**config.mk**
```make
export PLATFORM = sky130hd
export DESIGN_NAME = cmd_bridge
export DESIGN_NICKNAME = d
export VERILOG_FILES = /design/src/io_pkg.sv /design/src/msg_pkg.sv /design/src/cmd_bridge.sv /design/src/rsp_builder.sv /design/src/io_executor.sv /design/src/cmd_parser.sv
export VERILOG_INCLUDE_DIRS = /design/src
export SDC_FILE = /design/constraint.sdc
export NUM_CORES = 1
export LEC_CHECK = 0
export ABC_AREA = 1
export BUFFER_PORTS_ARGS = -buffer_cell sky130_fd_sc_hd__buf_2
export CAP_MARGIN = 20
export CORE_MARGIN = 5
export CORE_UTILIZATION = 25
export CTS_CLUSTER_DIAMETER = 60
export DETAILED_ROUTE_END_ITERATION = 8
export GPL_TIMING_DRIVEN = 0
export PLACE_DENSITY = 0.49
export RECOVER_POWER = 50
export SLEW_MARGIN = 20
export SYNTH_ARGS = -nofsm -noshare
export SYNTH_HDL_FRONTEND = slang
export SYNTH_HIERARCHICAL = 1
export SYNTH_SLANG_ARGS = --single-unit
```
**constraint.sdc**
```tcl
create_clock -name clk -period 3.2 [get_ports clk]
set_input_delay 0.64 -clock clk [delete_from_list [all_inputs] [get_ports clk]]
set_output_delay 0.64 -clock clk [all_outputs]
set_load 0.01 [all_outputs]
```
**src/cmd_defs.svh**
```systemverilog
// Shared widths, counts and link character codes; include wherever these values are needed
`ifndef CMD_DEFS_SVH
`define CMD_DEFS_SVH

////////////////////////////////////////////////////////////////////////////
// Widths and counts
////////////////////////////////////////////////////////////////////////////
// One link word carries two ASCII characters
`define USB_DATA_NBIT     16
// Low buffer address, one response slot is 32 words
`define USB_ADDR_NBIT     5
`define IO_UNIT_NBIT      8
`define IO_BANK_NBIT      8
// Mask, direction and data bytes of a set request
`define MSG_DATA_MAX_NBIT 24
`define IO_DATA_NUM       3

////////////////////////////////////////////////////////////////////////////
// Character codes, first character in the low byte of the word
////////////////////////////////////////////////////////////////////////////
// "$C"
`define MSG_HEAD           16'h4324
`define MSG_TYPE_HANDSHAKE 16'h3030
`define MSG_TYPE_IOCTRL    16'h3230
`define MSG_MODE_SETDATA   16'h3130
`define MSG_MODE_EXEDATA   16'h3230
`define MSG_MODE_SEXDATA   16'h3330
`define MSG_MODE_RTN       16'h3430
// "OK" and "NG"
`define MSG_PASS           16'h4B4F
`define MSG_FAIL           16'h474E

// Status codes
`define MSG_CODE_00        16'h3030
`define MSG_CODE_01        16'h3130
`define MSG_CODE_02        16'h3230
`define MSG_CODE_03        16'h3330
`define MSG_CODE_11        16'h3131
`define MSG_CODE_12        16'h3231
`define MSG_CODE_21        16'h3132
`define MSG_CODE_22        16'h3232
`define MSG_CODE_23        16'h3332

// Line end characters
`define MSG_END_N          8'h0A
`define MSG_END_R          8'h0D

`endif
```
**src/io_pkg.sv**
```systemverilog
// IO bank types and the masked pin update rule, imported by the executor and builder
`include "cmd_defs.svh"

package io_pkg;

   // Mask sits in the top byte, matching the order of the request data words
   typedef struct packed {
      logic [`IO_UNIT_NBIT-1:0] mask;
      logic [`IO_UNIT_NBIT-1:0] dir;
      logic [`IO_UNIT_NBIT-1:0] data;
   } io_cfg_t;

   // dir 1 is output, mask 1 keeps the pin as it was
   function automatic io_cfg_t io_apply(
      input io_cfg_t                        old_cfg,
      input logic [`MSG_DATA_MAX_NBIT-1:0]  req_data,
      input logic [`IO_UNIT_NBIT-1:0]       pins
   );
      io_cfg_t req;
      io_cfg_t res;
      req      = req_data;
      res.mask = req.mask;
      res.dir  = (req.mask & old_cfg.dir) | (~req.mask & req.dir);
      // Input pins take the sampled level
      res.data = (req.mask & old_cfg.data) |
                 (~req.mask & ((req.dir & req.data) | (~req.dir & pins)));
      return res;
   endfunction

endpackage

```
**src/msg_pkg.sv**
```systemverilog
// Message protocol types and hex character conversions shared by all bridge stages
`include "cmd_defs.svh"

package msg_pkg;

   typedef logic [`USB_DATA_NBIT-1:0] msg_word_t;

   // Decoded request as collected by the parser
   typedef struct packed {
      msg_word_t                     typ;
      msg_word_t                     mode;
      msg_word_t                     ch_word;
      logic [`IO_BANK_NBIT-1:0]      bank;
      logic [`MSG_DATA_MAX_NBIT-1:0] data;
      logic [`USB_ADDR_NBIT-1:0]     cnt;
      logic                          err;
   } req_t;

   // Response record handed to the builder
   typedef struct packed {
      msg_word_t       typ;
      msg_word_t       pf;
      msg_word_t       code;
      msg_word_t       ch_word;
      io_pkg::io_cfg_t cfg;
   } rsp_t;

   typedef struct packed {
      logic                         err;
      logic [`USB_DATA_NBIT/2-1:0]  val;
   } hex_byte_t;

   ////////////////////////////////////////////////////////////////////////////
   // Hex helpers
   ////////////////////////////////////////////////////////////////////////////
   // Top bit flags a non-hex character
   function automatic logic [4:0] char_to_nibble(input logic [7:0] c);
      if (c >= "0" && c <= "9")
         return {1'b0, c[3:0]};
      else if ((c >= "A" && c <= "F") || (c >= "a" && c <= "f"))
         return {1'b0, c[3:0] + 4'd9};
      else
         return 5'b1_0000;
   endfunction

   function automatic logic [7:0] nibble_to_char(input logic [3:0] n);
      if (n <= 4'd9)
         return {4'h3, n};
      else
         return {4'h4, n - 4'd9};
   endfunction

   // High character arrives in the low half of the word
   function automatic hex_byte_t hex_to_byte(input msg_word_t w);
      logic [4:0] hi;
      logic [4:0] lo;
      hex_byte_t  res;
      hi      = char_to_nibble(w[`USB_DATA_NBIT/2-1:0]);
      lo      = char_to_nibble(w[`USB_DATA_NBIT-1:`USB_DATA_NBIT/2]);
      res.val = {hi[3:0], lo[3:0]};
      res.err = hi[4] | lo[4];
      return res;
   endfunction

   function automatic msg_word_t byte_to_hex(input logic [`USB_DATA_NBIT/2-1:0] b);
      return {nibble_to_char(b[3:0]), nibble_to_char(b[7:4])};
   endfunction

endpackage

```
**src/cmd_bridge.sv**
```systemverilog
// Top level of the command bridge; connects parser, executor and response builder
`include "cmd_defs.svh"

module cmd_bridge (
   input  logic                     clk,
   input  logic                     i_reset,
   // Receive side
   input  logic                     i_rx_vd,
   input  msg_pkg::msg_word_t       i_rx_data,
   input  logic                     i_rx_sop,
   input  logic                     i_rx_eop,
   // Transmit buffer
   output logic                     o_tx_vd,
   output logic [`USB_ADDR_NBIT:0]  o_tx_addr,
   output msg_pkg::msg_word_t       o_tx_data,
   output logic                     o_tx_eop,
   // IO bank
   input  logic [`IO_UNIT_NBIT-1:0] i_io_db,
   output logic [`IO_UNIT_NBIT-1:0] o_io_db,
   output logic [`IO_UNIT_NBIT-1:0] o_io_dir,
   output logic [`IO_BANK_NBIT-1:0] o_io_bank
);
   import msg_pkg::*;

   req_t req;
   logic req_done;
   rsp_t rsp;
   logic rsp_start;

   cmd_parser u_parser (
      .clk        (clk),
      .i_reset    (i_reset),
      .i_rx_vd    (i_rx_vd),
      .i_rx_data  (i_rx_data),
      .i_rx_sop   (i_rx_sop),
      .i_rx_eop   (i_rx_eop),
      .o_req      (req),
      .o_req_done (req_done)
   );

   io_executor u_exec (
      .clk         (clk),
      .i_reset     (i_reset),
      .i_req       (req),
      .i_req_done  (req_done),
      .i_io_db     (i_io_db),
      .o_rsp       (rsp),
      .o_rsp_start (rsp_start),
      .o_io_db     (o_io_db),
      .o_io_dir    (o_io_dir),
      .o_io_bank   (o_io_bank)
   );

   rsp_builder u_builder (
      .clk         (clk),
      .i_reset     (i_reset),
      .i_rsp       (rsp),
      .i_rsp_start (rsp_start),
      .o_tx_vd     (o_tx_vd),
      .o_tx_addr   (o_tx_addr),
      .o_tx_data   (o_tx_data),
      .o_tx_eop    (o_tx_eop)
   );

endmodule

```
**src/rsp_builder.sv**
```systemverilog
// Output stage of the bridge; writes a response record into the transmit buffer word by word
`include "cmd_defs.svh"

module rsp_builder (
   input  logic                      clk,
   input  logic                      i_reset,
   input  msg_pkg::rsp_t             i_rsp,
   input  logic                      i_rsp_start,
   output logic                      o_tx_vd,
   output logic [`USB_ADDR_NBIT:0]   o_tx_addr,
   output msg_pkg::msg_word_t        o_tx_data,
   output logic                      o_tx_eop
);
   import msg_pkg::*;
   import io_pkg::*;

   typedef enum logic [2:0] {
      ST_IDLE,
      ST_HEAD,
      ST_TYPE,
      ST_PF,
      ST_CODE,
      ST_CHADDR,
      ST_DATA,
      ST_END
   } tx_state_t;

   localparam logic [`USB_ADDR_NBIT-1:0] IDX_LAST = '1;
   localparam msg_word_t                 TERM_WORD = {`MSG_END_N, `MSG_END_R};

   tx_state_t                 state;
   logic [`USB_ADDR_NBIT-1:0] tx_idx;
   logic [`USB_ADDR_NBIT-1:0] idx_inc;
   logic [`USB_ADDR_NBIT-1:0] data_left;
   logic                      term_pend;
   logic                      base;
   io_cfg_t                   cfg_sh;

   assign idx_inc = tx_idx + 1'b1;

   // Handshake slot at base 0, IO slot at base 1
   assign base      = (i_rsp.typ != `MSG_TYPE_HANDSHAKE);
   assign o_tx_addr = {base, tx_idx};

   always_ff @(posedge clk) begin
      if (i_reset) begin
         state    <= ST_IDLE;
         o_tx_vd  <= 1'b0;
         o_tx_eop <= 1'b0;
         tx_idx   <= '0;
      end else begin
         o_tx_vd  <= 1'b0;
         o_tx_eop <= 1'b0;
         case (state)
            ST_IDLE: begin
               if (i_rsp_start)
                  state <= ST_HEAD;
            end
            ST_HEAD: begin
               o_tx_vd   <= 1'b1;
               tx_idx    <= '0;
               o_tx_data <= `MSG_HEAD;
               state     <= ST_TYPE;
            end
            ST_TYPE: begin
               o_tx_vd   <= 1'b1;
               tx_idx    <= idx_inc;
               o_tx_data <= i_rsp.typ;
               state     <= ST_PF;
            end
            ST_PF: begin
               o_tx_vd   <= 1'b1;
               tx_idx    <= idx_inc;
               o_tx_data <= i_rsp.pf;
               state     <= ST_CODE;
            end
            ST_CODE: begin
               o_tx_vd   <= 1'b1;
               tx_idx    <= idx_inc;
               o_tx_data <= i_rsp.code;
               // Handshake answer ends here
               if (!base) begin
                  o_tx_eop <= 1'b1;
                  state    <= ST_IDLE;
               end else begin
                  state <= ST_CHADDR;
               end
            end
            ST_CHADDR: begin
               o_tx_vd   <= 1'b1;
               tx_idx    <= idx_inc;
               o_tx_data <= i_rsp.ch_word;
               cfg_sh    <= i_rsp.cfg;
               data_left <= `USB_ADDR_NBIT'(`IO_DATA_NUM - 1);
               state     <= ST_DATA;
            end
            ST_DATA: begin
               // Mask, then dir, then data
               o_tx_vd   <= 1'b1;
               tx_idx    <= idx_inc;
               o_tx_data <= byte_to_hex(cfg_sh.mask);
               cfg_sh    <= {cfg_sh.dir, cfg_sh.data, `IO_UNIT_NBIT'(0)};
               data_left <= data_left - 1'b1;
               if (data_left == '0) begin
                  term_pend <= 1'b1;
                  state     <= ST_END;
               end
            end
            ST_END: begin
               tx_idx    <= idx_inc;
               term_pend <= 1'b0;
               o_tx_data <= term_pend ? TERM_WORD : '0;
               // Last slot index closes the record without a write
               if (idx_inc == IDX_LAST) begin
                  o_tx_eop <= 1'b1;
                  state    <= ST_IDLE;
               end else begin
                  o_tx_vd <= 1'b1;
               end
            end
            default: state <= ST_IDLE;
         endcase
      end
   end

endmodule

```
**src/io_executor.sv**
```systemverilog
// Processing stage of the bridge; judges a request, updates and drives the IO bank, issues a response
`include "cmd_defs.svh"

module io_executor (
   input  logic                     clk,
   input  logic                     i_reset,
   input  msg_pkg::req_t            i_req,
   input  logic                     i_req_done,
   input  logic [`IO_UNIT_NBIT-1:0] i_io_db,
   output msg_pkg::rsp_t            o_rsp,
   output logic                     o_rsp_start,
   output logic [`IO_UNIT_NBIT-1:0] o_io_db,
   output logic [`IO_UNIT_NBIT-1:0] o_io_dir,
   output logic [`IO_BANK_NBIT-1:0] o_io_bank
);
   import msg_pkg::*;
   import io_pkg::*;

   io_cfg_t   cfg;
   io_cfg_t   cfg_new;
   io_cfg_t   cfg_next;
   msg_word_t pf_word;
   msg_word_t code_word;
   logic      is_hs;
   logic      is_io;
   logic      len_set_ok;
   logic      len_exe_ok;
   logic      do_set;
   logic      do_exe;

   assign is_hs      = (i_req.typ == `MSG_TYPE_HANDSHAKE);
   assign is_io      = (i_req.typ == `MSG_TYPE_IOCTRL);
   assign len_set_ok = (i_req.cnt == `USB_ADDR_NBIT'(`IO_DATA_NUM));
   assign len_exe_ok = (i_req.cnt == '0);

   assign cfg_new  = io_apply(cfg, i_req.data, i_io_db);
   assign cfg_next = do_set ? cfg_new : cfg;

   ////////////////////////////////////////////////////////////////////////////
   // Verdict
   ////////////////////////////////////////////////////////////////////////////
   always_comb begin
      pf_word   = `MSG_FAIL;
      code_word = `MSG_CODE_00;
      do_set    = 1'b0;
      do_exe    = 1'b0;
      if (is_hs) begin
         pf_word   = `MSG_PASS;
         code_word = `MSG_CODE_01;
      end else begin
         case (i_req.mode)
            `MSG_MODE_SETDATA: begin
               // Length is judged before content
               if (!len_set_ok) begin
                  code_word = `MSG_CODE_02;
               end else if (i_req.err) begin
                  code_word = `MSG_CODE_03;
               end else begin
                  pf_word   = `MSG_PASS;
                  code_word = `MSG_CODE_01;
                  do_set    = 1'b1;
               end
            end
            `MSG_MODE_EXEDATA: begin
               code_word = len_exe_ok ? `MSG_CODE_11 : `MSG_CODE_12;
               pf_word   = len_exe_ok ? `MSG_PASS : `MSG_FAIL;
               do_exe    = len_exe_ok;
            end
            `MSG_MODE_SEXDATA: begin
               if (!len_set_ok) begin
                  code_word = `MSG_CODE_22;
               end else if (i_req.err) begin
                  code_word = `MSG_CODE_23;
               end else begin
                  pf_word   = `MSG_PASS;
                  code_word = `MSG_CODE_21;
                  do_set    = 1'b1;
                  do_exe    = 1'b1;
               end
            end
            // Read back only
            `MSG_MODE_RTN: begin
               pf_word   = i_req.err ? `MSG_FAIL : `MSG_PASS;
               code_word = i_req.err ? `MSG_CODE_23 : `MSG_CODE_21;
            end
            default: ;
         endcase
      end
   end

   ////////////////////////////////////////////////////////////////////////////
   // IO bank and response
   ////////////////////////////////////////////////////////////////////////////
   always_ff @(posedge clk) begin
      if (i_reset) begin
         cfg         <= '0;
         o_io_db     <= '0;
         o_io_dir    <= '0;
         o_io_bank   <= '0;
         o_rsp_start <= 1'b0;
      end else begin
         // Unknown types stay silent
         o_rsp_start <= i_req_done && (is_hs || is_io);
         if (i_req_done && is_io) begin
            if (do_set)
               cfg <= cfg_new;
            if (do_exe) begin
               o_io_db   <= cfg_next.data;
               o_io_dir  <= cfg_next.dir;
               o_io_bank <= i_req.bank;
            end
         end
      end
   end

   always_ff @(posedge clk) begin
      if (i_req_done) begin
         o_rsp.typ     <= i_req.typ;
         o_rsp.pf      <= pf_word;
         o_rsp.code    <= code_word;
         o_rsp.ch_word <= i_req.ch_word;
         o_rsp.cfg     <= cfg_next;
      end
   end

endmodule

```
**src/cmd_parser.sv**
```systemverilog
// Input stage of the bridge; walks the received word stream and collects a decoded request
`include "cmd_defs.svh"

module cmd_parser (
   input  logic               clk,
   input  logic               i_reset,
   input  logic               i_rx_vd,
   input  msg_pkg::msg_word_t i_rx_data,
   input  logic               i_rx_sop,
   input  logic               i_rx_eop,
   output msg_pkg::req_t      o_req,
   output logic               o_req_done
);
   import msg_pkg::*;

   typedef enum logic [2:0] {
      ST_IDLE,
      ST_HEAD,
      ST_TYPE,
      ST_MODE,
      ST_CHADDR,
      ST_DATA,
      ST_END
   } rx_state_t;

   rx_state_t state;
   hex_byte_t hb;
   logic      is_end;

   assign hb = hex_to_byte(i_rx_data);

   // Line end in the first character closes the field list
   assign is_end = (i_rx_data[`USB_DATA_NBIT/2-1:0] == `MSG_END_N) ||
                   (i_rx_data[`USB_DATA_NBIT/2-1:0] == `MSG_END_R);

   ////////////////////////////////////////////////////////////////////////////
   // Field sequencing
   ////////////////////////////////////////////////////////////////////////////
   always_ff @(posedge clk) begin
      if (i_reset) begin
         state      <= ST_IDLE;
         o_req_done <= 1'b0;
      end else begin
         o_req_done <= 1'b0;
         case (state)
            ST_IDLE: ;
            ST_HEAD: begin
               // Anything before the head word is skipped
               if (i_rx_vd && i_rx_data == `MSG_HEAD)
                  state <= ST_TYPE;
            end
            ST_TYPE: begin
               if (i_rx_vd)
                  state <= ST_MODE;
            end
            ST_MODE: begin
               if (i_rx_vd)
                  state <= is_end ? ST_END : ST_CHADDR;
            end
            ST_CHADDR: begin
               if (i_rx_vd)
                  state <= is_end ? ST_END : ST_DATA;
            end
            ST_DATA: begin
               if (i_rx_vd && is_end)
                  state <= ST_END;
            end
            ST_END: ;
            default: state <= ST_IDLE;
         endcase

         // Request is complete once the link frame closes
         if (i_rx_eop && state != ST_IDLE) begin
            o_req_done <= 1'b1;
            state      <= ST_IDLE;
         end
         if (i_rx_sop)
            state <= ST_HEAD;
      end
   end

   ////////////////////////////////////////////////////////////////////////////
   // Request fields
   ////////////////////////////////////////////////////////////////////////////
   always_ff @(posedge clk) begin
      if (i_rx_sop) begin
         o_req <= '0;
      end else if (i_rx_vd) begin
         case (state)
            ST_TYPE: o_req.typ <= i_rx_data;
            ST_MODE: begin
               if (!is_end)
                  o_req.mode <= i_rx_data;
            end
            ST_CHADDR: begin
               if (!is_end) begin
                  o_req.ch_word <= i_rx_data;
                  o_req.bank    <= hb.val;
                  o_req.err     <= o_req.err | hb.err;
               end
            end
            ST_DATA: begin
               // Newest byte enters at the bottom
               if (!is_end) begin
                  o_req.data <= {o_req.data[`MSG_DATA_MAX_NBIT-`USB_DATA_NBIT/2-1:0],
                                 hb.val};
                  o_req.cnt  <= o_req.cnt + 1'b1;
                  o_req.err  <= o_req.err | hb.err;
               end
            end
            default: ;
         endcase
      end
   end

endmodule

```
==> results.cfg <==
[timing]
finalCriticalPeriod_ns = 2.511
fin_tns_setup_ns = 0
final.period_utilization_pct = 78.48
finalClockSkew_ns = 0.03365
fin_hold_ws_ns = 0.3444
tightest_slew_ns = 0.8919
drv_slew = 0
fmaxAchievable_ghz = 0.3982
finalSetupViolCount = 0
rsz0062_at_grt = false
hold_violations = 0
timing.slew.headroom_pct = 40.08

[die]
core.rowCount = 80
die_h_um = 228.9
core_area_mm2 = 0.04755
die_x_um = 228.9
die_area_mm2 = 0.05241
pin_count = 77
start_util_pct = 25.20

[logic_synthesis]
avgSynthCellArea_um2 = 8.565
ys_seq_area_share_pct = 51.96
synth_top_family_by_area = simple AND/OR/NAND/NOR gates
synth-edff-count = 108
yosys.area_share.simple_pct = 22.06
ys_async_sr_fraction_pct = 0
ys.flop_type = dfxtp_1
ys_ff_latch = 257
synth_cells = 1399
yosysWarnings = 6
synth_xor_area_share_pct = 0.2193
synth_adder_area_share_pct = 1.671
syn_area_mm2 = 0.01198
synth_mux_area_share_pct = 0.6683
ys_types = 51
synth_compound_area_share_pct = 13.70

[critical_path]
path_class = reg -> out
crit_path_max_fanout = 3
cp_top_family = simple AND/OR/NAND/NOR gates
reg2reg_from = u_builder/state[1]$_SDFFE_PP0P_
critPathSlowestCell = edfxtp_1
crit_top_cell = nor2_1
start_kind = flop
path_buf_inv = 2
cp-end-kind = output port
slowest_delay_ns = 0.42
cp-startpoint = u_exec/o_rsp[73]$_DFFE_PP_
required_ns = 2.56
crit_arrival_ns = 1.87
worstPathCellList = nor2_1 -> nand3_1 -> nor2_1 -> nand2_1 -> buf_4 -> buf_2

[outcome]
status = finished clean

[clocking]
cts_setup_buffers = 0
cts_root_buf = clkbuf_16
hold_buffers = 0
htree_levels = 1
post_cts_resized = 0
cts_tree = done
clock_latency_ns = 0.57
numClockSinks = 257
cts_buffer_depth = 3
cts_buffers = 30
clk_pin_slew_worst_paths_ns = 0.06

[route]
drtIter0Drc = 628
drt-wirelength-per-cell_um = 15.36
ant_nets = 0
avgViaCountPerCell = 4.377
drc = 0
wl_um = 33320
vias = 9494
dr.pass1.iters = 6

[min_path]
holdCritPathClass = in -> reg
min_from = i_rx_eop

[place]
globalplace.congestion = 0.8500
hpwl_um = 25160
port_buffers = 74

[grt]
grt_start_max_net_pins = 58
grt_pass1_vias = 9196
grt_pass1_wl_um = 52180
track_usage_pct = 12.36
grt_overflow = 0
antenna_found_initial = 1

[finish]
final_common_cell = nand2_1
areaGrowthSynthToFinish_pct = 17.31
nets = 1575
drive_gt1_share_pct = 15.38
diodes = 0
final_cell_mix = 301 x nand2_1, 157 x inv_1, 149 x dfxtp_1, 116 x nor2_1, 108 x edfxtp_1

[power_and_ir_drop]
p_leak_nw = 5.709
ir_drop_mv = 0.3585
pwr_density_cell_mw_per_mm2 = 551.9

[flow_run]
maxCapViolations = 0
[worst min-delay path: cells and delay by family]
| kind | cells | cell delay (ns) |
|---|---|---|
| and+or+nand+nor | 2 | 0.16 |
| buffers and inverters | 1 | 0.08 |
[cells in the mapped netlist, types with 3 or more instances]
master,count,share of area [%]
mux2i_1,8,0.67
nor2_4,3,0.28
buf_8,3,0.38
a31oi_1,5,0.26
dfxtp_1,149,25
buf_4,35,2.2
inv_2,11,0.34
o21ai_0,96,4.0
a21oi_1,104,4.3
or2_2,4,0.21
a21oi_2,34,2.5
nand3b_1,4,0.25
buf_2,21,0.88
clkbuf_1,17,0.53
inv_1,150,4.7
o21ai_2,9,0.66
nand4_1,19,0.99
nand2_2,40,2.1
nand2_1,296,9.3
a211oi_1,3,0.19
a22oi_1,12,0.75
nor3_1,6,0.25
buf_6,4,0.38
nand3_1,79,3.3
ha_1,16,1.7
nor2_1,115,3.6
nand2_4,4,0.38
nor2_2,6,0.31
o21ai_1,10,0.42
edfxtp_1,108,27
[metal layers]
layer / GRT usage, % / share of wire [%]
met5: 0 / 0.021
met3: 1.801 / 4.1
met1: 16.58 / 46
met2: 20.45 / 47
met4: 4.304 / 2.9
[stage by stage]
| stage | cell area, um^2 | setup slack [ns] | utilization (%) | total power [mW] | instances |
|---|---|---|---|---|---|
| after floorplan | 12070 | 0.5216 | - | 4.329 | 1422 |
| final | 14060 | 0.6887 | 29.57 | 7.758 | 2169 |
| after global placement | 13210 | -0.7737 | 27.79 | 4.676 | 2111 |
| after global routing | 14060 | 0.4560 | 29.57 | 8.131 | 2169 |
| after CTS | 14190 | 0.6522 | 29.84 | 7.908 | 2169 |
| after detailed placement | 13270 | 0.7590 | 27.91 | 4.692 | 2113 |
[kinds of logic after synthesis]
family / after synthesis
compound gates: 282
xor+xnor: 3
fa+ha+maj: 16
buf+inv: 243
flops: 257
mux: 8
other cells: 2
simple gates: 588
[registers in the layout, indices dropped and copies added, names as in the netlist, 5 cells and up]
name	cells
u_parser/o_req	86
u_exec/o_rsp	62
u_builder/cfg_sh	24
u_exec/cfg	24
u_builder/o_tx_data	16
u_exec/o_io_bank	8
u_exec/o_io_db	8
u_exec/o_io_dir	8
u_builder/data_left	5
u_builder/tx_idx	5
[area by class of cell]
cell class	instances	area, um^2
Fill cell	4995	33490
Timing Repair Buffer	76	365.4
Multi-Input combinational cell	922	4647
Clock inverter	13	86.33
Tap cell	615	769.5
Buffer	81	513.0
Sequential cell	257	6226
Clock buffer	43	834.6
Inverter	162	615.6
[power breakdown]
group	total, mW	internal [mW]	leakage [nW]	switching [mW]
Clock	3.19	1.82	0.444	1.36
Combinational	0.906	0.273	3.05	0.633
Sequential	3.67	3.59	2.21	0.0809
[path summary, 6_finish.rpt]
path	end	slack, ns	cells after the start
worst min register to register	u_exec/o_rsp[30]$_DFFE_PP_	0.44	0
worst min-delay path	u_parser/o_req_done$_SDFF_PP0_	0.34	3
worst max register to register	u_builder/cfg_sh[12]$_DFFE_PP_	0.73	6
worst max-delay path	o_tx_addr[5]	0.69	6
No activity file was read; power rests on OpenSTA's default activity.
